<file path="config.mk">
export PLATFORM = sky130hd
export DESIGN_NAME = riscv_execute_flat
export DESIGN_NICKNAME = d
export VERILOG_FILES = /design/src/riscv_pkg.sv /design/src/riscv_if.sv /design/src/riscv_execute.sv /design/src/flat_wrapper.sv
export VERILOG_INCLUDE_DIRS = /design/src
export SDC_FILE = /design/constraint.sdc
export NUM_CORES = 2
export LEC_CHECK = 0
export BUFFER_PORTS_ARGS = -buffer_cell sky130_fd_sc_hd__buf_2
export CORE_MARGIN = 2
export CORE_UTILIZATION = 30
export DETAILED_ROUTE_END_ITERATION = 6
export GPL_TIMING_DRIVEN = 1
export MAX_ROUTING_LAYER = met4
export PLACE_DENSITY_LB_ADDON = 0.25
export SLEW_MARGIN = 20
export SYNTH_ARGS = -nofsm -noshare
export SYNTH_HDL_FRONTEND = slang
export SYNTH_SLANG_ARGS = --single-unit
export TNS_END_PERCENT = 50
</file>
<file path="constraint.sdc">
create_clock -name vclk -period 10.2
set_clock_uncertainty 0.2 [all_clocks]
set_input_delay 1.02 -clock vclk [all_inputs]
set_output_delay 1.02 -clock vclk [all_outputs]
set_load 0.02 [all_outputs]
</file>
<file path="src/riscv_macros.svh">
`ifndef RISCV_MACROS_SVH
`define RISCV_MACROS_SVH

// data path and pc width, one RV64 word
`define XLEN 64

`define INST_W 32

// register file geometry
`define REG_ADDR_W 5
`define NUM_REGS 32

// first fetch address after reset
`define RESET_PC 64'h0000_0000_0000_0000

// addi x0, x0, 0
`define NOP_INST 32'h0000_0013

`endif

</file>
<file path="src/riscv_pkg.sv">
package riscv_pkg;

  // major opcodes of the supported subset
  typedef enum logic [6:0] {
    OPC_OP     = 7'b0110011,
    OPC_OP_IMM = 7'b0010011,
    OPC_LUI    = 7'b0110111,
    OPC_AUIPC  = 7'b0010111,
    OPC_JAL    = 7'b1101111,
    OPC_BRANCH = 7'b1100011
  } opcode_e;

  typedef enum logic [3:0] {
    ALU_ADD    = 4'd0, // zero so a bubble decodes to add
    ALU_SUB    = 4'd1,
    ALU_AND    = 4'd2,
    ALU_OR     = 4'd3,
    ALU_XOR    = 4'd4,
    ALU_SLT    = 4'd5,
    ALU_SLTU   = 4'd6,
    ALU_SLL    = 4'd7,
    ALU_SRL    = 4'd8,
    ALU_SRA    = 4'd9,
    ALU_PASS_B = 4'd10
  } alu_op_e;

  typedef enum logic [2:0] {
    BR_NONE = 3'd0,
    BR_BEQ  = 3'd1,
    BR_BNE  = 3'd2,
    BR_BLT  = 3'd3,
    BR_BGE  = 3'd4,
    BR_JUMP = 3'd5 // jal, always taken
  } branch_e;

  typedef enum logic [1:0] {
    OPA_RS1  = 2'd0,
    OPA_PC   = 2'd1,
    OPA_ZERO = 2'd2
  } opa_sel_e;

  // execute control, all zero is a bubble
  typedef struct packed {
    alu_op_e  alu_op;
    opa_sel_e opa_sel;
    logic     b_imm;   // immediate in place of rs2
    branch_e  branch;
    logic     regw;
    logic     link;    // result is pc+4
  } ex_ctrl_t;

endpackage

</file>
<file path="src/riscv_if.sv">
`timescale 1ns/1ps
`include "riscv_macros.svh"

// decode/execute register contents
interface de_if;
  import riscv_pkg::*;

  logic [`XLEN-1:0]       pc;
  logic [`REG_ADDR_W-1:0] rs1_addr;
  logic [`REG_ADDR_W-1:0] rs2_addr;
  logic [`XLEN-1:0]       rs1_data;
  logic [`XLEN-1:0]       rs2_data;
  logic [`XLEN-1:0]       imm;
  logic [`REG_ADDR_W-1:0] rd;
  ex_ctrl_t               ctrl;

  modport decode (
    output pc, rs1_addr, rs2_addr, rs1_data, rs2_data, imm, rd, ctrl
  );

  modport execute (
    input pc, rs1_addr, rs2_addr, rs1_data, rs2_data, imm, rd, ctrl
  );
endinterface

// memory and writeback stage state, shared by forwarding and the register file
interface fwd_if;
  logic                   regw_m;
  logic [`REG_ADDR_W-1:0] rd_m;
  logic [`XLEN-1:0]       result_m;
  logic                   regw_w;
  logic [`REG_ADDR_W-1:0] rd_w;
  logic [`XLEN-1:0]       data_w;

  modport retire (
    output regw_m, rd_m, result_m, regw_w, rd_w, data_w
  );

  modport execute (
    input regw_m, rd_m, result_m, regw_w, rd_w, data_w
  );

  // register file write port only
  modport regfile (
    input regw_w, rd_w, data_w
  );
endinterface

</file>
<file path="src/riscv_execute.sv">
`timescale 1ns/1ps
`include "riscv_macros.svh"

module riscv_execute (
  de_if.execute                  de,
  fwd_if.execute                 fwd,
  output logic                   o_redirect,
  output logic [`XLEN-1:0]       o_target,
  output logic                   o_regw,
  output logic [`REG_ADDR_W-1:0] o_rd,
  output logic [`XLEN-1:0]       o_result
);
  import riscv_pkg::*;

  logic [`XLEN-1:0] src1;
  logic [`XLEN-1:0] src2;
  logic [`XLEN-1:0] op_a;
  logic [`XLEN-1:0] op_b;
  logic [5:0]       shamt;
  logic [`XLEN-1:0] alu_res;
  logic             src_eq;
  logic             src_lt;
  logic             taken;

  // memory stage is younger, so it has priority over writeback
  function automatic logic [`XLEN-1:0] pick_src(input logic [`REG_ADDR_W-1:0] addr,
                                                input logic [`XLEN-1:0] rf_val);
    logic [`XLEN-1:0] val;
    if (fwd.regw_m && fwd.rd_m == addr) begin
      val = fwd.result_m;
    end else if (fwd.regw_w && fwd.rd_w == addr) begin
      val = fwd.data_w;
    end else begin
      val = rf_val;
    end
    return val;
  endfunction

  assign src1 = pick_src(de.rs1_addr, de.rs1_data);
  assign src2 = pick_src(de.rs2_addr, de.rs2_data);

  always_comb begin
    case (de.ctrl.opa_sel)
      OPA_PC:   op_a = de.pc;
      OPA_ZERO: op_a = '0; // lui
      default:  op_a = src1;
    endcase
  end

  assign op_b  = de.ctrl.b_imm ? de.imm : src2;
  assign shamt = op_b[5:0]; // rv64 shifts use six bits

  always_comb begin
    case (de.ctrl.alu_op)
      ALU_SUB:  alu_res = op_a - op_b;
      ALU_AND:  alu_res = op_a & op_b;
      ALU_OR:   alu_res = op_a | op_b;
      ALU_XOR:  alu_res = op_a ^ op_b;
      ALU_SLT:  alu_res = {{(`XLEN-1){1'b0}}, $signed(op_a) < $signed(op_b)};
      ALU_SLTU: alu_res = {{(`XLEN-1){1'b0}}, op_a < op_b};
      ALU_SLL:  alu_res = op_a << shamt;
      ALU_SRL:  alu_res = op_a >> shamt;
      ALU_SRA:  alu_res = $signed(op_a) >>> shamt;
      default:  alu_res = op_a + op_b;
    endcase
  end

  // branch compare uses the forwarded sources rather than the alu operands
  assign src_eq = (src1 == src2);
  assign src_lt = ($signed(src1) < $signed(src2));

  always_comb begin
    case (de.ctrl.branch)
      BR_BEQ:  taken = src_eq;
      BR_BNE:  taken = !src_eq;
      BR_BLT:  taken = src_lt;
      BR_BGE:  taken = !src_lt;
      BR_JUMP: taken = 1'b1;
      default: taken = 1'b0;
    endcase
  end

  assign o_redirect = taken;
  assign o_target   = de.pc + de.imm;

  assign o_regw   = de.ctrl.regw;
  assign o_rd     = de.rd;
  assign o_result = de.ctrl.link ? de.pc + `XLEN'd4 : alu_res; // jal link value

endmodule

</file>
<file path="src/flat_wrapper.sv">
// flat-port wrapper written by rule: the top's interface ports become plain ports
module riscv_execute_flat import riscv_pkg::*;
  (o_redirect, o_target, o_regw, o_rd, o_result, de_pc, de_rs1_addr, de_rs2_addr, de_rs1_data, de_rs2_data, de_imm, de_rd, de_ctrl, fwd_regw_m, fwd_rd_m, fwd_result_m, fwd_regw_w, fwd_rd_w, fwd_data_w);
  de_if de_i ();
  fwd_if fwd_i ();
  output logic o_redirect;
  output logic [`XLEN-1:0] o_target;
  output logic o_regw;
  output logic [`REG_ADDR_W-1:0] o_rd;
  output logic [`XLEN-1:0] o_result;
  input wire logic [$bits(de_i.pc)-1:0] de_pc;
  input wire logic [$bits(de_i.rs1_addr)-1:0] de_rs1_addr;
  input wire logic [$bits(de_i.rs2_addr)-1:0] de_rs2_addr;
  input wire logic [$bits(de_i.rs1_data)-1:0] de_rs1_data;
  input wire logic [$bits(de_i.rs2_data)-1:0] de_rs2_data;
  input wire logic [$bits(de_i.imm)-1:0] de_imm;
  input wire logic [$bits(de_i.rd)-1:0] de_rd;
  input wire logic [$bits(de_i.ctrl)-1:0] de_ctrl;
  input wire logic [$bits(fwd_i.regw_m)-1:0] fwd_regw_m;
  input wire logic [$bits(fwd_i.rd_m)-1:0] fwd_rd_m;
  input wire logic [$bits(fwd_i.result_m)-1:0] fwd_result_m;
  input wire logic [$bits(fwd_i.regw_w)-1:0] fwd_regw_w;
  input wire logic [$bits(fwd_i.rd_w)-1:0] fwd_rd_w;
  input wire logic [$bits(fwd_i.data_w)-1:0] fwd_data_w;
  assign de_i.pc = de_pc;
  assign de_i.rs1_addr = de_rs1_addr;
  assign de_i.rs2_addr = de_rs2_addr;
  assign de_i.rs1_data = de_rs1_data;
  assign de_i.rs2_data = de_rs2_data;
  assign de_i.imm = de_imm;
  assign de_i.rd = de_rd;
  assign de_i.ctrl = de_ctrl;
  assign fwd_i.regw_m = fwd_regw_m;
  assign fwd_i.rd_m = fwd_rd_m;
  assign fwd_i.result_m = fwd_result_m;
  assign fwd_i.regw_w = fwd_regw_w;
  assign fwd_i.rd_w = fwd_rd_w;
  assign fwd_i.data_w = fwd_data_w;
  riscv_execute u_core (.de(de_i), .fwd(fwd_i), .o_redirect(o_redirect), .o_target(o_target), .o_regw(o_regw), .o_rd(o_rd), .o_result(o_result));
endmodule
</file>
==> run_results.csv <==
group,metric,value,unit
run_status,status,"finished clean",
critical_path,worst_ep_arrival_time,8.01,ns
synth,syn_area_per_cell,6.49,um^2
sta,worst_pin_slew,1.13,ns
sta,fin_crit,9.23,ns
place,gp_congestion,1.13,
die,dieArea,107000,um^2
grt,grt_pass1_vias,40200,
routing,wl_per_cell,32.8,um
routing,drc,0,
critical_path,worst_setup_path_end_kind,"primary output",
routing,routed_via_density,6.64,
layout,n_clock_buffer,0,
sta,rsz0062_at_grt,"false",
clocking,cts_resized,0,
synth,synth_area_leaders,"mux2i_1 (14%), ha_1 (13%), a21oi_1 (6.5%)",
clocking,hold_buffers,0,
synth,seq_area_frac_synth,0,%
critical_path,worstSetupPathType,"input pin to primary output",
synth,synth_top_area_cell,"mux2i_1",
layout,regArea,0,um^2
die,rows,118,
die,core,104000,um^2
critical_path,crit_path_start,"de_rs2_addr[1]",
grt,antenna_found_initial,22,
grt,grt_max_degree,113,
layout,most-common-layout-cells,"buf_2 (544), nand2_1 (538), mux2i_1 (424)",
critical_path,path_cells,"buf_2 -> xnor2_1 -> and3_1 -> nand2_1 -> mux2i_1 -> o21ai_0 -> inv_1 -> o21ai_0 -> ha_1 -> or4_1 -> nor4b_1 -> a21boi_0 -> o41ai_1 -> a31oi_1 -> a211o_1 -> o21a_1 -> o31ai_1 -> nor4_1 -> mux2i_1 -> a22oi_1 -> a22oi_1 -> buf_2",
layout,syn_to_final_growth,12.9,%
synth,syn_nets,5587,
synth,yosysWarnings,0,
sta,slew_viol_final,0,
synth,synth_top_area_share,13.6,%
place,io_buffers,546,
layout,drive_gt1_share,14.4,%
routing,ant_nets,0,
critical_path,crit_required,8.98,ns
sta,finalCritPeriodShare,90.5,%
die,die_height,328,um
synth,synth.distinct_cells,101,
routing,drtIter0Drc,6570,
sta,relSlewSlack,22.8,%
sta,fmax,108,MHz
flow_run,max_cap_violations,0,
grt,track_usage,38.8,%
layout,fin_nets,5899,
layout,final_common_cell,"buf_2",
critical_path,cp-endpoint,"o_result[58]",
critical_path,max_stage_delay,0.71,ns
routing,drt-total-wl,215,mm
die,io-pin-count,558,
grt,grt_overflow_total,0,
grt,grt_pass1_wl,298,mm
layout,numSequentialCells,0,
critical_path,path_max_fanout,14,
die,start_util,30.3,%
sta,hold_viol,0,
synth,syn_area,31400,um^2
die,die_w,328,um
critical_path,start_kind,"input pin",
routing,vias,43500,
place,dp_hpwl,175,mm
routing,dr.pass1.iters,7,
sta,setup_viol,0,
min_path,hold_class,"input pin to primary output",
sta,fin_tns_setup,0,ns
clocking,post_cts_buffers,0,
critical_path,cpMaxStageDelayCell,"nand2_1",
synth,syn_inst,4841,
## logic make-up (layout without fill, tap and decap cells)
| logic type | count (synthesis) | in the layout | share of synthesized area, % |
|---|---|---|---|
| simple gates | 1389 | 1389 | 20.1 |
| buf+inv | 649 | 959 | 8.41 |
| compound gates | 1838 | 1838 | 38.5 |
| fa+ha+maj | 324 | 324 | 12.9 |
| other cells | 0 | 23 | 0 |
| xor+xnor | 188 | 188 | 5.24 |
| mux | 453 | 453 | 14.7 |
## area by class of cell
| type | count | area [um^2] |
|---|---|---|
| Antenna cell | 23 | 57.6 |
| Fill cell | 11700 | 68200 |
| Inverter | 314 | 1190 |
| Multi-Input combinational cell | 4192 | 28900 |
| Tap cell | 1380 | 1730 |
| Timing Repair Buffer | 645 | 3560 |
## metrics by stage
stage	instance area, um^2	std cells	util [%]	worst slack [ns]	hold WS [ns]
2_1_floorplan	31400	4841	-	2.55	1.95
3_3_place_gp	35400	6531	34.1	1.15	1.84
3_5_place_dp	35400	6531	34.1	1.18	1.84
4_1_cts	35400	6531	34.1	1.15	1.84
5_1_grt	35400	6551	34.2	0.654	1.84
6_report	35400	6554	34.2	0.972	1.84
## worst max-delay path: cells and delay by family
kind	cells	cell delay, ns
AO/OA/AOI/OAI	10	2.34
adder cells (fa/ha/maj)	1	0.48
AND/OR/NAND/NOR	5	2.90
buffers and inverters	3	0.41
multiplexers	2	0.55
XOR/XNOR	1	0.27
## per-layer routing
metal / up-vias / GRT usage, % / share of wire (%)
met5: - / - / 0
met4: 0 / 18.7 / 6.3
met3: 659 / 10.5 / 13
met2: 3289 / 55.0 / 41
met1: 20800 / 50.4 / 40
li1: 18800 / - / -
## cells in the mapped netlist (98+ instances only)
library cell,n
a21o_1,98
a21oi_1,408
a22oi_1,123
clkbuf_1,226
ha_1,321
inv_1,305
mux2i_1,427
nand2_1,540
nand3_1,118
nor2_1,334
o21ai_0,406
xnor2_1,129
## worst min-delay path by stage
stage,from,end,slack [ns],cells past startpoint
floorplan,de_rd[0],o_rd[0],1.95,1
global placement,de_rd[1],o_rd[1],1.84,0
detailed placement,de_rd[1],o_rd[1],1.84,0
CTS,de_rd[1],o_rd[1],1.84,0
global route,de_rd[4],o_rd[4],1.84,0
finish,de_rd[0],o_rd[0],1.84,0
