**config.mk**
```make
export PLATFORM = sky130hd
export DESIGN_NAME = riscv_writeback_flat
export DESIGN_NICKNAME = d
export VERILOG_FILES = /design/src/riscv_if.sv /design/src/riscv_writeback.sv /design/src/flat_wrapper.sv
export VERILOG_INCLUDE_DIRS = /design/src
export SDC_FILE = /design/constraint.sdc
export NUM_CORES = 1
export LEC_CHECK = 0
export ABC_AREA = 1
export BUFFER_PORTS_ARGS = -buffer_cell sky130_fd_sc_hd__buf_2
export CAP_MARGIN = 20
export CORE_AREA = 2 2 95 97
export DETAILED_ROUTE_END_ITERATION = 10
export DIE_AREA = 0 0 97 99
export PLACE_DENSITY_LB_ADDON = 0.12
export RECOVER_POWER = 25
export SETUP_SLACK_MARGIN = 0.4
export SLEW_MARGIN = 20
export SYNTH_ARGS = -nofsm -noshare
export SYNTH_HDL_FRONTEND = slang
export SYNTH_SLANG_ARGS = --single-unit
export TNS_END_PERCENT = 5
```
**constraint.sdc**
```tcl
create_clock -name i_riscv_core_clk -period 0.8 [get_ports i_riscv_core_clk]
set_input_delay 0.04 -clock i_riscv_core_clk [delete_from_list [all_inputs] [get_ports i_riscv_core_clk]]
set_output_delay 0.04 -clock i_riscv_core_clk [all_outputs]
set_load 0.01 [all_outputs]
```
**src/riscv_macros.svh**
```systemverilog
`ifndef RISCV_MACROS_SVH
`define RISCV_MACROS_SVH

// data path and pc width, one RV64 word
`define XLEN 64

`define INST_W 32

// register file geometry
`define REG_ADDR_W 5
`define NUM_REGS 32

// first fetch address after reset
`define RESET_PC 64'h0000_0000_0000_0000

// addi x0, x0, 0
`define NOP_INST 32'h0000_0013

`endif

```
**src/riscv_if.sv**
```systemverilog
`timescale 1ns/1ps
`include "riscv_macros.svh"


// memory and writeback stage state, shared by forwarding and the register file
interface fwd_if;
  logic                   regw_m;
  logic [`REG_ADDR_W-1:0] rd_m;
  logic [`XLEN-1:0]       result_m;
  logic                   regw_w;
  logic [`REG_ADDR_W-1:0] rd_w;
  logic [`XLEN-1:0]       data_w;

  modport retire (
    output regw_m, rd_m, result_m, regw_w, rd_w, data_w
  );

  modport execute (
    input regw_m, rd_m, result_m, regw_w, rd_w, data_w
  );

  // register file write port only
  modport regfile (
    input regw_w, rd_w, data_w
  );
endinterface

```
**src/riscv_writeback.sv**
```systemverilog
`timescale 1ns/1ps
`include "riscv_macros.svh"

module riscv_writeback (
  input  logic                   i_riscv_core_clk,
  input  logic                   i_rst_n,
  input  logic                   i_regw,
  input  logic [`REG_ADDR_W-1:0] i_rd,
  input  logic [`XLEN-1:0]       i_result,
  fwd_if.retire                  fwd
);

  // execute/memory register, no data memory so the result passes through
  always_ff @(posedge i_riscv_core_clk) begin
    if (!i_rst_n) begin
      fwd.regw_m <= 1'b0;
    end else begin
      fwd.regw_m <= i_regw;
    end
  end

  always_ff @(posedge i_riscv_core_clk) begin
    fwd.rd_m     <= i_rd;
    fwd.result_m <= i_result;
  end

  // memory/writeback register, drives the register file and retire port
  always_ff @(posedge i_riscv_core_clk) begin
    if (!i_rst_n) begin
      fwd.regw_w <= 1'b0;
    end else begin
      fwd.regw_w <= fwd.regw_m;
    end
  end

  always_ff @(posedge i_riscv_core_clk) begin
    fwd.rd_w   <= fwd.rd_m;
    fwd.data_w <= fwd.result_m; // alu result or pc+4, chosen in execute
  end

endmodule

```
**src/flat_wrapper.sv**
```systemverilog
// flat-port wrapper written by rule: the top's interface ports become plain ports
module riscv_writeback_flat 
  (i_riscv_core_clk, i_rst_n, i_regw, i_rd, i_result, fwd_regw_m, fwd_rd_m, fwd_result_m, fwd_regw_w, fwd_rd_w, fwd_data_w);
  fwd_if fwd_i ();
  input  logic i_riscv_core_clk;
  input  logic i_rst_n;
  input  logic i_regw;
  input  logic [`REG_ADDR_W-1:0] i_rd;
  input  logic [`XLEN-1:0] i_result;
  output wire logic [$bits(fwd_i.regw_m)-1:0] fwd_regw_m;
  output wire logic [$bits(fwd_i.rd_m)-1:0] fwd_rd_m;
  output wire logic [$bits(fwd_i.result_m)-1:0] fwd_result_m;
  output wire logic [$bits(fwd_i.regw_w)-1:0] fwd_regw_w;
  output wire logic [$bits(fwd_i.rd_w)-1:0] fwd_rd_w;
  output wire logic [$bits(fwd_i.data_w)-1:0] fwd_data_w;
  assign fwd_regw_m = fwd_i.regw_m;
  assign fwd_rd_m = fwd_i.rd_m;
  assign fwd_result_m = fwd_i.result_m;
  assign fwd_regw_w = fwd_i.regw_w;
  assign fwd_rd_w = fwd_i.rd_w;
  assign fwd_data_w = fwd_i.data_w;
  riscv_writeback u_core (.i_riscv_core_clk(i_riscv_core_clk), .i_rst_n(i_rst_n), .i_regw(i_regw), .i_rd(i_rd), .i_result(i_result), .fwd(fwd_i));
endmodule
```
==> impl_metrics.toml, run 1 <==
[clocking]
cts_tree = "yes"
numCtsBuffers = 17
cts.sinks = 140
clock_latency_ps = 500
clkTransAtPathRegs_ps = 60
htreeDepth = 4
cts_root_buf = "clkbuf_8"
cts_buffer_depth = 2

[timing]
slew_headroom = 0.817
finalMaxSlewViolations = 0
fin_tns_setup_ps = -23510
worst_pin_slew_ps = 274
timing.final.crit_period_ps = 994
timing.final.ws_setup_ps = -194
finalSetupViolCount = 140
fin_worst_skew_ps = 5.58
finalCritPeriodShare = 1.24
fmax_mhz = 1010
rsz0062_at_grt = "true"
hold_viol_final = 0

[power_and_ir_drop]
power_uw = 16300
power_leakage_uw = 0.00286
ir_drop_v = 0.00165
p_per_area_nw_per_um2 = 2660

[setup_path]
critPathSlowestCell = "dfxtp_2"
arrival_ps = 950
worst_setup_path_start_kind = "flip-flop"
path_cells = "buf_6"
max_stage_delay_ps = 350
crit_family = "flip-flops"
path_class = "reg -> out"
critPathBufInv = 1
cp_max_fo = 1
end_kind = "output pin"
crit_required_ps = 760

[logic_synthesis]
netlist-cell-type-count = 3
syn-instance-count = 144
netlist_area_um2 = 2820
synth-seq-area-share = 0.995
yosysTopAreaCell = "dfxtp_1"
ys_top_cells_by_area = "dfxtp_1 (99%), inv_1 (0.27%), nand2_1 (0.27%)"
yosys_warnings = 0
ys_ff_latch = 140
yosys.area.top_type_share = 0.995
syn-num-nets = 216
syn_area_per_cell_um2 = 19.6

[routing]
wire_per_inst_um = 14.0
route.detailed.drc = 0
drt_first_pass_iters = 3
wl_mm = 8.02
via_count = 2189
drtAntennaViolNets = 0
detail_route.iter0.violations = 15
viasPerCell = 3.83

[place]
io_buffers = 211
place_congestion = 0.699
place_area_um2 = 4010
place_hpwl_mm = 4.58
place_inst = 463

[cells_and_area]
fill_cells = 565
nets = 524
drive_gt1_frac = 0.765
final_area_um2 = 6130
final_cells = 571
area_delta_synth_final_pct = 118
antennaDiodeCount = 0
most-common-layout-cells = "buf_6 (106), dfxtp_2 (106), buf_2 (105)"
final_util = 0.717

[floorplan]
coreArea_um2 = 8550
fp.dieH_um = 99
dieWidth_um = 97
placementRows = 34
design.portCount = 212
die_area_um2 = 9600
initial_utilization = 0.330

[status]
failed_checks = "setup timing"
status = "finished, violations left"

[grt]
grt_pass1_wl_mm = 12.0
grt_antenna_before_repair = 0
gr-total-overflow = 0
grt_pass1_vias = 2448
grt_max_degree = 17
grt_use_total = 0.168

[flow_run]
maxCapViolCount = 0

[hold_path]
min_path_type = "in -> reg"
## worst paths after layout
check / start / end / slack [ps] / cells past startpoint
max: u_core.fwd.data_w[49] / fwd_data_w[49] / -190 / 1
max reg2reg: u_core.fwd.rd_m[0] / u_core.fwd.rd_w[0] / 240 / 1
min reg2reg: u_core.fwd.result_m[0] / u_core.fwd.data_w[0] / 350 / 0
min: i_result[32] / u_core.fwd.result_m[32] / 170 / 2
## kinds of logic (layout without fill, tap and decap cells)
logic type | after synthesis | in the layout | share of synthesized area
DFF | 140 | 140 | 0.995
buffers and inverters | 2 | 321 | 0.00267
and+or+nand+nor | 2 | 2 | 0.00267
## through the flow
step                      worst slack (ps)  hold slack (ps)
after detailed placement               289              144
after global placement                 268              142
after global routing                  -247              134
final                                 -194              167
after floorplan                        301             67.7
after CTS                             -220              130
## cell type report
cell class / instances / area [µm²] / share of cell area
sequential: 140 / 2940 / 0.479
multi-input combinational: 2 / 7.51 / 0.00122
clock buffer: 19 / 442 / 0.0721
inverter: 2 / 7.51 / 0.00122
timing repair buffer: 289 / 2480 / 0.405
tap: 108 / 135 / 0.0220
clock inverter: 11 / 120 / 0.0196
## registers in the layout, indices dropped and copies added (netlist names)
register,cells
u_core.fwd.data_w,64
u_core.fwd.rd_w,5
u_core.fwd.regw_m,1
u_core.fwd.regw_w,1
u_core.fwd.result_m,64
u_core.fwd.rd_m,5
## where the power goes
part           internal [µW]  switching (µW)  total [µW]  leakage (µW)
registers               7410             198        7610       0.00118
clock network           4550            2770        7320      0.000272
logic                    920             451        1370       0.00141
total                  12900            3420       16300       0.00286
## routing by layer
metal,track usage,up-vias,routed length [µm]
met5,0,-,0
met4,0.106,0,187
met3,0.0816,15,755
met2,0.314,123,4610
met1,0.140,990,2470
li1,-,1061,-
## Yosys cell counts
| library cell | instances |
|---|---|
| dfxtp_1 | 140 |
| nand2_1 | 2 |
| inv_1 | 2 |
## timing repair
item	in CTS	in global routing
setup buffers	6	1
resized for setup	135	74
endpoints found under the hold margin	71	0
hold buffers	71	0
endpoints found under the setup margin	209	210
pin swaps	1	1
(Power assumes the default switching activity.)
==> run 2, diff against run 1 <==
--- a/config.mk
+++ b/config.mk
@@ -9,9 +9,9 @@
 export ABC_AREA = 1
 export BUFFER_PORTS_ARGS = -buffer_cell sky130_fd_sc_hd__buf_2
 export CAP_MARGIN = 20
-export CORE_AREA = 2 2 95 97
+export CORE_AREA = 2 2 86 88
 export DETAILED_ROUTE_END_ITERATION = 10
-export DIE_AREA = 0 0 97 99
+export DIE_AREA = 0 0 88 90
 export PLACE_DENSITY_LB_ADDON = 0.12
 export RECOVER_POWER = 25
 export SETUP_SLACK_MARGIN = 0.4
==> constraint.sdc (replaced) <==
create_clock -name i_riscv_core_clk -period 1.3 [get_ports i_riscv_core_clk]
set_input_delay 0.065 -clock i_riscv_core_clk [delete_from_list [all_inputs] [get_ports i_riscv_core_clk]]
set_output_delay 0.065 -clock i_riscv_core_clk [all_outputs]
set_load 0.01 [all_outputs]
==> run 2 against run 1 <==
Net effect:
- the run now ends clean
- global-route usage is 1.8 points higher
- combinational power decreased by 49%
- sequential power is 39% lower
- flip-flop and latch count is the same
- worst setup slack improved by 490 ps
- clock skew is 1.1 ps lower
- count of clock-buffer cells in the layout grew 3
==> impl_metrics.toml, run 2 (synthesis results as in run 1) <==
[setup_path]
crit_required_ps = 1240
critPathSlowestCell = "dfxtp_1"
worst_setup_path_start_kind = "flip-flop"
path_cells = "buf_2"
cp_max_fo = 2
arrival_ps = 940
critPathBufInv = 1
end_kind = "output pin"
max_stage_delay_ps = 330
path_class = "reg -> out"
crit_family = "flip-flops"

[grt]
grt_antenna_before_repair = 0
grtUsageMet3 = 0.0872
grt_pass1_vias = 2342
met2_usage = 0.347
grt_use_total = 0.186
busiest_layer = "met2"
gr-total-overflow = 0
grt_max_degree = 17
use_met1 = 0.160
grt_pass1_wl_mm = 10.8

[timing]
timing.final.crit_period_ps = 1010
worst_pin_slew_ps = 263
timing.final.ws_setup_ps = 293
rsz0062_at_grt = "true"
hold_viol_final = 0
finalMaxSlewViolations = 0
slew_headroom = 0.825
finalSetupViolCount = 0
finalCritPeriodShare = 0.774
fin_tns_setup_ps = 0
fmax_mhz = 993
fin_worst_skew_ps = 4.49

[routing]
drtAntennaViolNets = 0
detail_route.iter0.violations = 36
route.detailed.drc = 0
wire_per_inst_um = 13.4
drt_first_pass_iters = 4
via_count = 2145
wl_mm = 7.49
viasPerCell = 3.82

[clocking]
cts_buffer_depth = 2
cts_root_buf = "clkbuf_8"
clock_latency_ps = 490
clkTransAtPathRegs_ps = 60
htreeDepth = 4
cts_tree = "yes"
cts.sinks = 140
numCtsBuffers = 17

[power_and_ir_drop]
ir_drop_v = 0.00120
power_leakage_uw = 0.00272
p_per_area_nw_per_um2 = 1820
power_uw = 10300

[cells_and_area]
layout_commonest_cell = "buf_2"
most-common-layout-cells = "buf_2 (178), dfxtp_1 (76), dlygate4sd3_1 (71)"
drive_gt1_frac = 0.667
nets = 521
final_cells = 561
area_delta_synth_final_pct = 100
fill_cells = 406
final_area_um2 = 5640
antennaDiodeCount = 0
reg_top3 = "u_core.fwd.data_w (64), u_core.fwd.result_m (64)"

[floorplan]
initial_utilization = 0.401
die_area_um2 = 7920
design.portCount = 212
placementRows = 31
dieWidth_um = 88
coreArea_um2 = 7020
fp.dieH_um = 90

[place]
place_inst = 454
place_hpwl_mm = 4.53
dp_slack_ps = 771
place_congestion = 0.723
place_area_um2 = 4000
io_buffers = 211

[flow_run]
maxCapViolCount = 0

[hold_path]
min_path_type = "in -> reg"

[status]
status = "completed"
[run 2: changes by cell type in the layout (fill, tap and decap cells not counted)]
cell        delta
clkinv_4       +1
dfxtp_1       +42
clkinvlp_4     -1
bufinv_16      +2
clkinv_2       -2
dfxtp_2       -42
buf_2         +73
buf_4          -3
clkbuf_1       +3
inv_6          -1
clkbuf_8       +1
buf_6         -74
[run 2: power by group]
group,internal (µW),switching [µW],leakage (µW)
logic,427,276,0.00123
registers,4550,90.1,0.00118
clock network,3270,1640,0.000301
total,8250,2010,0.00272
[run 2: worst paths after layout]
| check | slack (ps) | from | depth (start not counted) | end |
|---|---|---|---|---|
| worst max-delay path | 290 | u_core.fwd.result_m[51] | 1 | fwd_result_m[51] |
| worst min-delay path | 210 | i_result[26] | 2 | u_core.fwd.result_m[26] |
| worst max register to register | 750 | u_core.fwd.result_m[2] | 1 | u_core.fwd.data_w[2] |
| worst min register to register | 340 | u_core.fwd.result_m[20] | 0 | u_core.fwd.data_w[20] |
[run 2: metrics by stage]
stage                     utilization  hold WS, ps
after floorplan                     -         92.7
after global placement          0.569          167
after detailed placement        0.569          169
after CTS                       0.781          175
after global routing            0.804          182
final                           0.804          212
[run 2: metal layers]
layer / vias up / wire length [µm] / part of all wire
met3: 10 / 642 / 0.086
met2: 117 / 4230 / 0.56
met5: - / 0 / 0
met1: 960 / 2480 / 0.33
met4: 0 / 137 / 0.018
li1: 1058 / - / -
[run 2: area by class of cell]
| class | instances | area [µm²] | share of cell area |
|---|---|---|---|
| Multi-Input combinational cell | 2 | 7.51 | 0.00133 |
| Clock inverter | 10 | 163 | 0.0288 |
| Tap cell | 99 | 124 | 0.0220 |
| Inverter | 2 | 7.51 | 0.00133 |
| Sequential cell | 140 | 2880 | 0.511 |
| Timing Repair Buffer | 286 | 2000 | 0.354 |
| Clock buffer | 22 | 463 | 0.0820 |
[run 2: what timing repair did]
item	CTS	global route
hold endpoints to repair	71	0
setup buffers	2	2
setup endpoints to repair	140	140
hold buffers	71	0
gates resized for setup	56	40
