## src/riscv_macros.svh

```systemverilog
`ifndef RISCV_MACROS_SVH
`define RISCV_MACROS_SVH

// data path and pc width, one RV64 word
`define XLEN 64

`define INST_W 32

// register file geometry
`define REG_ADDR_W 5
`define NUM_REGS 32

// first fetch address after reset
`define RESET_PC 64'h0000_0000_0000_0000

// addi x0, x0, 0
`define NOP_INST 32'h0000_0013

`endif

```

## src/riscv_fetch.sv

```systemverilog
`timescale 1ns/1ps
`include "riscv_macros.svh"

module riscv_fetch (
  input  logic               i_riscv_core_clk,
  input  logic               i_rst_n,
  input  logic               i_redirect,
  input  logic [`XLEN-1:0]   i_target,
  input  logic [`INST_W-1:0] i_inst,
  output logic [`XLEN-1:0]   o_pc,
  output logic [`XLEN-1:0]   o_pc_d,
  output logic [`INST_W-1:0] o_inst_d
);

  logic [`XLEN-1:0] pc_next;

  // taken branch or jump from execute wins over sequential fetch
  assign pc_next = i_redirect ? i_target : o_pc + `XLEN'd4;

  always_ff @(posedge i_riscv_core_clk) begin
    if (!i_rst_n) begin
      o_pc <= `RESET_PC;
    end else begin
      o_pc <= pc_next;
    end
  end

  // fetch/decode register
  always_ff @(posedge i_riscv_core_clk) begin
    if (!i_rst_n) begin
      o_inst_d <= `NOP_INST;
    end else if (i_redirect) begin
      o_inst_d <= `NOP_INST; // squash the wrong-path fetch
    end else begin
      o_inst_d <= i_inst;
    end
  end

  always_ff @(posedge i_riscv_core_clk) begin
    o_pc_d <= o_pc;
  end

endmodule

```

## config.mk

```make
export PLATFORM = sky130hd
export DESIGN_NAME = riscv_fetch
export DESIGN_NICKNAME = d
export VERILOG_FILES = /design/src/riscv_fetch.sv
export VERILOG_INCLUDE_DIRS = /design/src
export SDC_FILE = /design/constraint.sdc
export NUM_CORES = 1
export LEC_CHECK = 0
export ABC_AREA = 1
export BUFFER_PORTS_ARGS = -buffer_cell sky130_fd_sc_hd__buf_2
export CAP_MARGIN = 20
export CELL_PAD_IN_SITES_DETAIL_PLACEMENT = 1
export CELL_PAD_IN_SITES_GLOBAL_PLACEMENT = 2
export CORE_MARGIN = 5
export CORE_UTILIZATION = 25
export CTS_CLUSTER_SIZE = 12
export DETAILED_ROUTE_END_ITERATION = 12
export GPL_TIMING_DRIVEN = 0
export PLACE_DENSITY = 0.86
export SLEW_MARGIN = 10
export SYNTH_ARGS = -nofsm -noshare
export SYNTH_HDL_FRONTEND = slang
export SYNTH_SLANG_ARGS = --single-unit
export TNS_END_PERCENT = 50
```

## constraint.sdc

```tcl
create_clock -name i_riscv_core_clk -period 1.73 [get_ports i_riscv_core_clk]
set_clock_uncertainty 0.05 [all_clocks]
set_input_delay 0.0865 -clock i_riscv_core_clk [delete_from_list [all_inputs] [get_ports i_riscv_core_clk]]
set_output_delay 0.0865 -clock i_riscv_core_clk [all_outputs]
set_load 0.05 [all_outputs]
```

==> results of run 1 <==
-- metrics by stage --
step	power, W	instance area [µm²]	TNS, ns
detailed placement	0.00592	8280	-4.77
finish	0.0100	10400	0
global placement	0.00589	8280	-4.19
floorplan	0.00535	6570	-0.0504
CTS	0.0101	10100	-0.00373
global route	0.0105	10400	-0.700
-- logic make-up after synthesis --
logic type | after synthesis
AO/OA/AOI/OAI | 70
XOR/XNOR | 27
adder cells (fa/ha/maj) | 1
buffers and inverters | 155
flip-flops | 160
AND/OR/NAND/NOR | 526
-- where the power goes --
part           internal [W]  leakage, nW  switching [W]
Clock               0.00197        0.299        0.00198
Combinational      0.000555         3.41        0.00133
Sequential          0.00393         1.35       0.000236
Total               0.00646         5.06        0.00355
-- path summary, 6_finish.rpt --
check	startpoint	endpoint	slack, ns
setup / recovery	o_pc[16]	o_pc[49]	0.01
hold / removal	i_redirect	o_inst_d[1]	0.09
setup reg to reg	o_pc[16]	o_pc[49]	0.01
hold reg to reg	o_pc[63]	o_pc_d[63]	0.35
-- state kept, by name, indices dropped and copies added (netlist names) --
| signal | cells |
|---|---|
| o_inst_d | 32 |
| o_pc | 64 |
| o_pc_d | 64 |
-- tightest hold or removal path, delay by kind of cell --
kind          cells  cell delay [ns]
simple gates      2             0.19
buf+inv           2             0.29
-- repair_timing --
action,CTS,global route
pin swaps,3,23
hold buffers,99,0
setup endpoints to repair,37,32
endpoints found under the hold margin,96,0
resized for setup,64,91
setup buffers,3,9
-- placed cells by master (no fill, tap or decap), types with 20 or more instances in the layout --
cell type,instances
o21ai_0,34
dlygate4sd3_1,99
dfxtp_2,32
dfxtp_4,21
xor2_1,20
nand2_2,24
inv_1,130
nand2_1,197
dfxtp_1,107
buf_2,260
nor2_2,39
nor2_1,187
nand3_1,42
-- final cells by class --
class / instances / area share
Sequential cell: 160 / 0.319
Multi-Input combinational cell: 624 / 0.294
Clock buffer: 17 / 0.0408
Timing Repair Buffer: 369 / 0.229
Buffer: 22 / 0.0103
Clock inverter: 15 / 0.0186
Inverter: 133 / 0.0479
Antenna cell: 2 / 0.000481
Tap cell: 335 / 0.0402
-- per-layer routing --
layer / global-route usage / wire [µm] / up-vias
met5: 0 / 0 / -
met1: 0.243 / 12300 / 3396
met2: 0.342 / 14100 / 207
met4: 0.0427 / 227 / 0
li1: - / - / 3611
met3: 0.0485 / 2040 / 16
==> qor.yml, run 1 <==
clock_network:
  clk_latency_ns: 0.44
  tritoncts: "yes"
  cts_buffers: 17
  cts.sinks: 160
  root_buffer: "clkbuf_16"
  clkTransAtPathRegs_ns: 0.08
  clockBufferDepth: 2
  htree_levels: 4
setup_path:
  cp_common_cell: "nand2_1"
  cp_top_family: "simple AND/OR/NAND/NOR gates"
  rr_worst_depth: 10
  cp_max_fo: 6
  critical_path_class: "flip-flop to flip-flop"
  worstPathCellList: "nand2_1 -> nor2_2 -> nand2_1 -> nor2_4 -> buf_4 -> nand3_2 -> nand2_1 -> nand2_1 -> o21ai_0 -> inv_1"
  path_buf_inv: 2
  endpoint_kind: "flip-flop"
  cp.arrival_ns: 2.00
  startpoint_type: "flip-flop"
  worst-path-stages: 10
  slowest_delay_ns: 0.39
  cpMaxStageDelayCell: "dfxtp_2"
  required_ns: 2.01
sta:
  worst_pin_slew_ns: 0.694
  relSlewSlack: 0.537
  setup_ws_ns: 0.0132
  maxSlewViolCount: 0
  setup_viol: 0
  grt_setup_unrepaired: "true"
  fin_crit_ns: 1.72
  finalCritPeriodShare: 0.992
  hold_viol: 0
  max_freq_mhz: 582
  hold_ws_ns: 0.0939
routing:
  ant_nets: 0
  routedWlPerCell_um: 17.1
  drcViolationCount: 0
  drt_iter0_drc: 237
  viasPerCell: 4.31
  vias: 7230
  routed_wl_um: 28700
  drtPass1Iterations: 5
synthesis:
  ys.flop_type: "dfxtp_1"
  synth_top_family_by_area: "simple AND/OR/NAND/NOR gates"
  syn_inst: 939
  yosysWarningCount: 0
  yosys.area_share.simple: 0.323
  synth_top_area_cell: "dfxtp_1"
  synthMuxAreaShare: 0
  synth_cell_types: 28
  syn_area_um2: 6530
  syn_nets: 1039
  synth_xor_xnor_area_share: 0.0362
  synthArstFlopShare: 0
  synth_edf_count: 0
  synth_fa_ha_area_frac: 0.00192
  synth_seq_cells: 160
  ys_seq_area_frac: 0.491
  synth-compound-area-share: 0.0548
  yosys-top-cells-area: "dfxtp_1 (49%), nor2_1 (14%), nand2_1 (13%)"
  avgSynthCellArea_um2: 6.95
  ys_top_cells_by_count: "nor2_1 (237), nand2_1 (218), dfxtp_1 (160)"
  synth_top_area_frac: 0.491
  synth_most_common_cell: "nor2_1"
floorplan:
  fp.dieH_um: 172
  num_io_pins: 259
  fp.dieW_um: 172
  die_area_um2: 29400
  floorplan.initialDensity: 0.252
  rows: 59
  core_um2: 25900
grt:
  first_global_vias: 7739
  grt_pass1_wl_um: 43700
  overflow: 0
  grt_usage: 0.195
  grt_max_degree: 20
  antenna_found_initial: 1
job:
  cap_violations: 0
layout:
  n_fill_cell: 3248
  stdcell_count: 1677
  ff_latch_area_um2: 3320
  multi_input_area_um2: 3060
  fin_nets: 1427
  drive_gt1_frac: 0.341
  area_growth_pct: 59.6
  fin_util: 0.402
power_and_ir_drop:
  vdd_ir_drop_max_v: 0.000414
  p_per_area_nw_per_um2: 961
  leakage_nw: 5.06
run_status:
  status: "finished clean"
place:
  portBuffers: 258
  gp_congestion: 0.892
  dp_cells: 1532
  post-dp-hpwl_um: 21300
  place_ws_ns: -0.318
hold_path:
  holdCritPathClass: "input pin to flip-flop"
  whs_path_depth: 4
Note: power is estimated with default switching activity, not from simulation.
==> inputs of run 2 (changes only) <==
==> constraint.sdc (replaced) <==
create_clock -name i_riscv_core_clk -period 1.95 [get_ports i_riscv_core_clk]
set_clock_uncertainty 0.05 [all_clocks]
set_input_delay 0.0975 -clock i_riscv_core_clk [delete_from_list [all_inputs] [get_ports i_riscv_core_clk]]
set_output_delay 0.0975 -clock i_riscv_core_clk [all_outputs]
set_load 0.05 [all_outputs]
==> run 2 against run 1 <==
- clock power fell by 12%
- final cell count fell by 0.78%
- critical path type unchanged
- critical endpoint is now o_pc[50]
- first-iteration DRC count rose by 32%
- sequential cell count did not move
- wire length fell by 1.8%
- total power fell by 12%
==> qor.yml, run 2 (synthesis gave the netlist of run 1 again) <==
run_status:
  status: "finished clean"
clock_network:
  clockBufferDepth: 2  # unchanged
  cts.sinks: 160  # unchanged
  tritoncts: "yes"
  root_buffer: "clkbuf_16"
  clkTransAtPathRegs_ns: 0.08  # about the same
  cts_buffers: 17  # unchanged
  clk_latency_ns: 0.45  # about the same
  htree_levels: 4  # unchanged
layout:
  antenna-diode-count: 0  # -2
  final_cell_mix: "buf_2 (260), nor2_1 (217), nand2_1 (214)"
  n_fill_cell: 3250  # +0.062%
  fin_nets: 1416  # -0.77%
  layout_commonest_cell: "buf_2"
  area_growth_pct: 53.1
  fin_area_um2: 10000  # -4.0%
  drive_gt1_frac: 0.278  # -0.0634
  reg_top3: "o_pc: 64 flops, o_pc_d: 64 flops, o_inst_d: 32 flops"
routing:
  routed_wl_um: 28100  # -1.8%
  drt_iter0_drc: 313  # +32%
  drcViolationCount: 0  # unchanged
  ant_nets: 0  # unchanged
  viasPerCell: 4.29  # -0.47%
  drtPass1Iterations: 4  # -1
  vias: 7140  # -1.2%
  routedWlPerCell_um: 16.9  # -1.0%
grt:
  grt_max_degree: 20  # unchanged
  grt_pass1_wl_um: 43200  # -1.2%
  first_global_vias: 7630  # -1.4%
  overflow: 0  # unchanged
  grt_usage: 0.193  # -0.00237
  antenna_found_initial: 1  # unchanged
place:
  portBuffers: 258  # unchanged
  post-dp-hpwl_um: 21400  # +0.52%
  dpl_cell_area_um2: 8240  # -0.53%
  gp_congestion: 0.855  # -4.1%
setup_path:
  cp_common_cell: "nand2_1"
  cpMaxStageDelayCell: "dfxtp_2"
  startpoint_type: "flip-flop"
  cp_max_fo: 6  # unchanged
  critical_path_class: "flip-flop to flip-flop"
  worst_r2r_endpoint: "o_pc[50]"
  endpoint_kind: "flip-flop"
  rr_worst_depth: 9  # -1
  slowest_delay_ns: 0.44  # +0.05 ns
  cp.arrival_ns: 2.14  # +0.14 ns
  required_ns: 2.24  # +0.23 ns
  worstPathCellList: "nand2_1 -> nor2_1 -> nand2_1 -> nor2_1 -> nand3_1 -> nand2_1 -> nand2_1 -> o21ai_0 -> inv_1"
  rrSetupSlack_ns: 0.10  # +0.09 ns
  worstReg2RegStart: "o_pc[38]"
hold_path:
  whs_path_depth: 5  # +1
  hold-path-endpoint: "o_pc[20]"
  hold_start: "i_target[20]"
  holdCritPathClass: "input pin to flip-flop"
sta:
  finalCritPeriodShare: 0.947  # -0.0455
  hold_ws_ns: 0.0223  # -0.0716 ns
  max_freq_mhz: 542  # -7.0%
  hold_viol: 0  # unchanged
  grt_setup_unrepaired: "true"
  setup_viol: 0  # unchanged
  maxSlewViolCount: 0  # unchanged
  worst_pin_slew_ns: 0.705  # +0.0107 ns
  relSlewSlack: 0.530  # -0.00711
  fin_crit_ns: 1.85  # +0.130 ns
floorplan:
  die_area_um2: 29400  # unchanged
  floorplan.initialDensity: 0.252  # unchanged
  fp.dieW_um: 172  # unchanged
  num_io_pins: 259  # unchanged
  fp.dieH_um: 172  # unchanged
  core_um2: 25900  # unchanged
  rows: 59  # unchanged
power_and_ir_drop:
  p_per_area_nw_per_um2: 881  # -8.3%
  leakage_nw: 4.94  # -2.4%
  vdd_ir_drop_max_v: 0.000451  # +9.1%
job:
  cap_violations: 0  # unchanged
-- run 2: worst max path at each step --
| stage | start | end | slack (ns) | depth (start not counted) |
|---|---|---|---|---|
| final | o_pc[38] | o_pc[50] | 0.10 | 9 |
| after global routing | o_pc[9] | o_pc[55] | -0.008 | 9 |
| after CTS | o_pc[4] | o_pc[63] | -0.02 | 8 |
| after detailed placement | o_pc[2] | o_pc[62] | -0.09 | 10 |
| after global placement | o_pc[2] | o_pc[62] | -0.08 | 10 |
| after floorplan | o_pc[18] | o_pc[59] | 0.07 | 9 |
-- run 2: where the power goes --
part	switching [W]	internal (W)	total, W
combinational	0.00116	0.000480	0.00164
clock	0.00172	0.00175	0.00347
sequential	0.000206	0.00349	0.00369
total	0.00309	0.00572	0.00881
-- run 2: layout make-up --
cell class | count | area, µm² | area share
timing repair buffer | 358 | 2290 | 0.229
buffer | 22 | 108 | 0.0108
tap | 335 | 419 | 0.0419
multi-input combinational | 624 | 2820 | 0.282
sequential | 160 | 3240 | 0.324
inverter | 133 | 499 | 0.0499
clock inverter | 15 | 199 | 0.0199
clock buffer | 17 | 425 | 0.0426
-- run 2: metrics by stage --
stage	total power (W)	TNS [ns]	std cells	setup WS (ns)	util
after floorplan	0.00474	0	939	0.0726	-
after global placement	0.00522	-0.137	1532	-0.0801	0.318
after detailed placement	0.00524	-0.225	1532	-0.0877	0.318
after CTS	0.00888	-0.0273	1664	-0.0179	0.382
after global routing	0.00919	-0.0219	1664	-0.00768	0.386
final	0.00881	0	1664	0.104	0.386
-- run 2: worst max-delay path: cells and delay by family, from the launching register on --
family / cells / cell delay, ns
buf+inv: 1 / 0.05
simple gates: 7 / 1.02
flops: 1 / 0.44
compound gates: 1 / 0.18
-- run 2: layer usage --
layer | GRT usage | vias up | part of all wire
met5 | 0 | - | 0
met3 | 0.0506 | 25 | 0.082
met1 | 0.241 | 3289 | 0.43
li1 | - | 3598 | -
met4 | 0.0486 | 0 | 0.013
met2 | 0.331 | 228 | 0.48
-- run 2: timing repair --
| action | CTS | global route |
|---|---|---|
| setup endpoints to repair | 16 | 35 |
| hold buffers | 98 | 0 |
| buffers inserted | 2 | 0 |
| gates resized for setup | 10 | 49 |
| endpoints found under the hold margin | 95 | 0 |
| pin swaps | 1 | 1 |
| gates cloned | 0 | 0 |
==> inputs of run 3 (changes only) <==
--- a/config.mk
+++ b/config.mk
@@ -16,6 +16,7 @@
 export CTS_CLUSTER_SIZE = 12
 export DETAILED_ROUTE_END_ITERATION = 12
 export GPL_TIMING_DRIVEN = 0
+export MAX_ROUTING_LAYER = met4
 export PLACE_DENSITY = 0.86
 export SLEW_MARGIN = 10
 export SYNTH_ARGS = -nofsm -noshare
==> constraint.sdc (replaced) <==
create_clock -name i_riscv_core_clk -period 1.95 [get_ports i_riscv_core_clk]
set_clock_uncertainty 0.05 [all_clocks]
set_input_delay 0.195 -clock i_riscv_core_clk [delete_from_list [all_inputs] [get_ports i_riscv_core_clk]]
set_output_delay 0.195 -clock i_riscv_core_clk [all_outputs]
set_load 0.05 [all_outputs]
==> run 3 against run 2 <==
- sequential cell count is the same
- sequential power is essentially flat
- first-iteration DRC count is 12% lower
- setup slack better by 0.014 ns
- wire length fell by 0.64%
- critical path type unchanged
- critical endpoint is now o_pc[54]
- largest cell class unchanged
==> qor.yml, run 3 (synthesis gave the netlist of run 1 again) <==
clock_network:
  htree_levels: 4  # unchanged
  clockBufferDepth: 2  # unchanged
  cts_buffers: 17  # unchanged
  cts.sinks: 160  # unchanged
  clkTransAtPathRegs_ns: 0.08  # about the same
  clk_latency_ns: 0.45  # about the same
  root_buffer: "clkbuf_16"
  tritoncts: "yes"
hold_path:
  hold_start: "i_target[63]"
  holdCritPathClass: "input pin to flip-flop"
  whs_path_depth: 5  # unchanged
  hold-path-endpoint: "o_pc[63]"
setup_path:
  rrSetupSlack_ns: 0.12  # about the same
  startpoint_type: "flip-flop"
  worstReg2RegStart: "o_pc[3]"
  cp_max_fo: 7  # +1
  critical_path_class: "flip-flop to flip-flop"
  cpMaxStageDelayCell: "dfxtp_2"
  cp.arrival_ns: 2.12  # -0.02 ns
  worst_r2r_endpoint: "o_pc[54]"
  required_ns: 2.24  # about the same
  rr_worst_depth: 10  # +1
  endpoint_kind: "flip-flop"
  worstPathCellList: "ha_4 -> inv_1 -> nor2_4 -> nand2_4 -> nor2_4 -> nand2_2 -> o21ai_1 -> nand3_1 -> nand2_1 -> inv_1"
  slowest_delay_ns: 0.40  # -0.04 ns
grt:
  grt_usage: 0.195  # +0.00186
  grt_max_degree: 20  # unchanged
  first_global_vias: 7567  # -0.83%
  grt_pass1_wl_um: 41900  # -2.9%
  overflow: 0  # unchanged
  antenna_found_initial: 5  # +4
floorplan:
  core_um2: 25900  # unchanged
  fp.dieH_um: 172  # unchanged
  floorplan.initialDensity: 0.252  # unchanged
  num_io_pins: 259  # unchanged
  die_area_um2: 29400  # unchanged
  rows: 59  # unchanged
  fp.dieW_um: 172  # unchanged
layout:
  stdcell_count: 1630  # -2.0%
  drive_gt1_frac: 0.291  # +0.0138
  fin_nets: 1377  # -2.8%
  reg_top3: "o_pc: 64 flops, o_pc_d: 64 flops, o_inst_d: 32 flops"
  multi_input_area_um2: 2840  # +0.80%
  layout_commonest_cell: "buf_2"
  area_growth_pct: 47.7
  n_fill_cell: 3292  # +1.3%
  ff_latch_area_um2: 3240  # +0.15%
  final_cell_mix: "buf_2 (260), nor2_1 (215), nand2_1 (211)"
sta:
  setup_ws_ns: 0.118  # +0.0144 ns
  max_freq_mhz: 546  # +0.79%
  finalCritPeriodShare: 0.939  # -0.00738
  fin_crit_ns: 1.83  # -0.0144 ns
  maxSlewViolCount: 0  # unchanged
  worst_pin_slew_ns: 0.686  # -0.0191 ns
  hold_viol: 0  # unchanged
  grt_setup_unrepaired: "true"
  setup_viol: 0  # unchanged
  relSlewSlack: 0.543  # +0.0127
power_and_ir_drop:
  power_w: 0.00876  # -0.50%
  p_per_area_nw_per_um2: 909  # +3.2%
  vdd_ir_drop_max_v: 0.000437  # -3.3%
  leakage_nw: 4.79  # -2.9%
place:
  place_ws_ns: -0.0993  # -0.0116 ns
  gp_congestion: 0.872  # +2.0%
  portBuffers: 258  # unchanged
  dp_cells: 1532  # unchanged
  post-dp-hpwl_um: 21500  # +0.58%
routing:
  viasPerCell: 4.32  # +0.60%
  ant_nets: 0  # unchanged
  routed_wl_um: 28000  # -0.64%
  drt_iter0_drc: 274  # -12%
  vias: 7036  # -1.5%
  routedWlPerCell_um: 17.2  # +1.4%
  drcViolationCount: 0  # unchanged
  drtPass1Iterations: 4  # unchanged
job:
  cap_violations: 0  # unchanged
run_status:
  status: "finished clean"
-- run 3: cell types whose count changed in the layout (fill, tap and decap cells not counted), sizes merged --
cell / delta
inv: +4
diode: +5
buf: -1
dlygate4sd3: -38
clkinv: -4
-- run 3: worst max-delay path: cells and delay by family (launching register included) --
kind                       cells  cell delay [ns]
buffers and inverters          2             0.11
DFF                            1             0.40
adders and majority gates      1             0.18
and+or+nand+nor                6             0.81
AOI/OAI and AO/OA              1             0.16
-- run 3: final cells by class --
| type | instances | share of cell area |
|---|---|---|
| Sequential cell | 160 | 0.336 |
| Multi-Input combinational cell | 624 | 0.295 |
| Timing Repair Buffer | 319 | 0.197 |
| Inverter | 133 | 0.0518 |
| Clock buffer | 17 | 0.0441 |
| Tap cell | 335 | 0.0435 |
| Clock inverter | 15 | 0.0196 |
| Buffer | 22 | 0.0112 |
| Antenna cell | 5 | 0.00130 |
-- run 3: power by group --
part	internal, W	switching [W]	total, W
Clock	0.00176	0.00173	0.00349
Combinational	0.000429	0.00115	0.00158
Sequential	0.00349	0.000205	0.00369
Total	0.00567	0.00309	0.00876
-- run 3: worst max path at each step --
| stage | from | endpoint | slack, ns | cells past startpoint |
|---|---|---|---|---|
| 4_1_cts | o_pc[38] | o_pc[48] | 0.0004 | 9 |
| 3_5_place_dp | o_pc[2] | o_pc[62] | -0.1 | 10 |
| 3_3_place_gp | o_pc[2] | o_pc[62] | -0.09 | 10 |
| 5_1_grt | o_pc[3] | o_pc[54] | -0.03 | 10 |
| 2_1_floorplan | o_pc[18] | o_pc[59] | 0.07 | 9 |
| 6_report | o_pc[3] | o_pc[54] | 0.12 | 10 |
-- run 3: per-layer routing --
layer  up-vias  share of wire  global-route usage
li1       3512              -                   -
met4         0          0.015              0.0534
met5         -              0                   -
met3        24          0.075              0.0462
met2       233           0.47               0.317
met1      3267           0.44               0.242
-- run 3: what timing repair did --
action,CTS,global route
endpoints found under the setup margin,11,38
pin swaps,1,1
hold buffers,60,0
buffers inserted,0,1
gates resized for setup,7,62
cloned,0,0
hold endpoints to repair,60,0
-- run 3: through the flow --
step	utilization	hold slack (ns)	area [µm²]	TNS (ns)
2_1_floorplan	-	0.252	6530	0
3_3_place_gp	0.318	0.314	8240	-0.144
3_5_place_dp	0.318	0.316	8240	-0.159
4_1_cts	0.366	0.00221	9470	0
5_1_grt	0.372	0.0343	9640	-0.0705
6_report	0.372	0.0201	9640	0
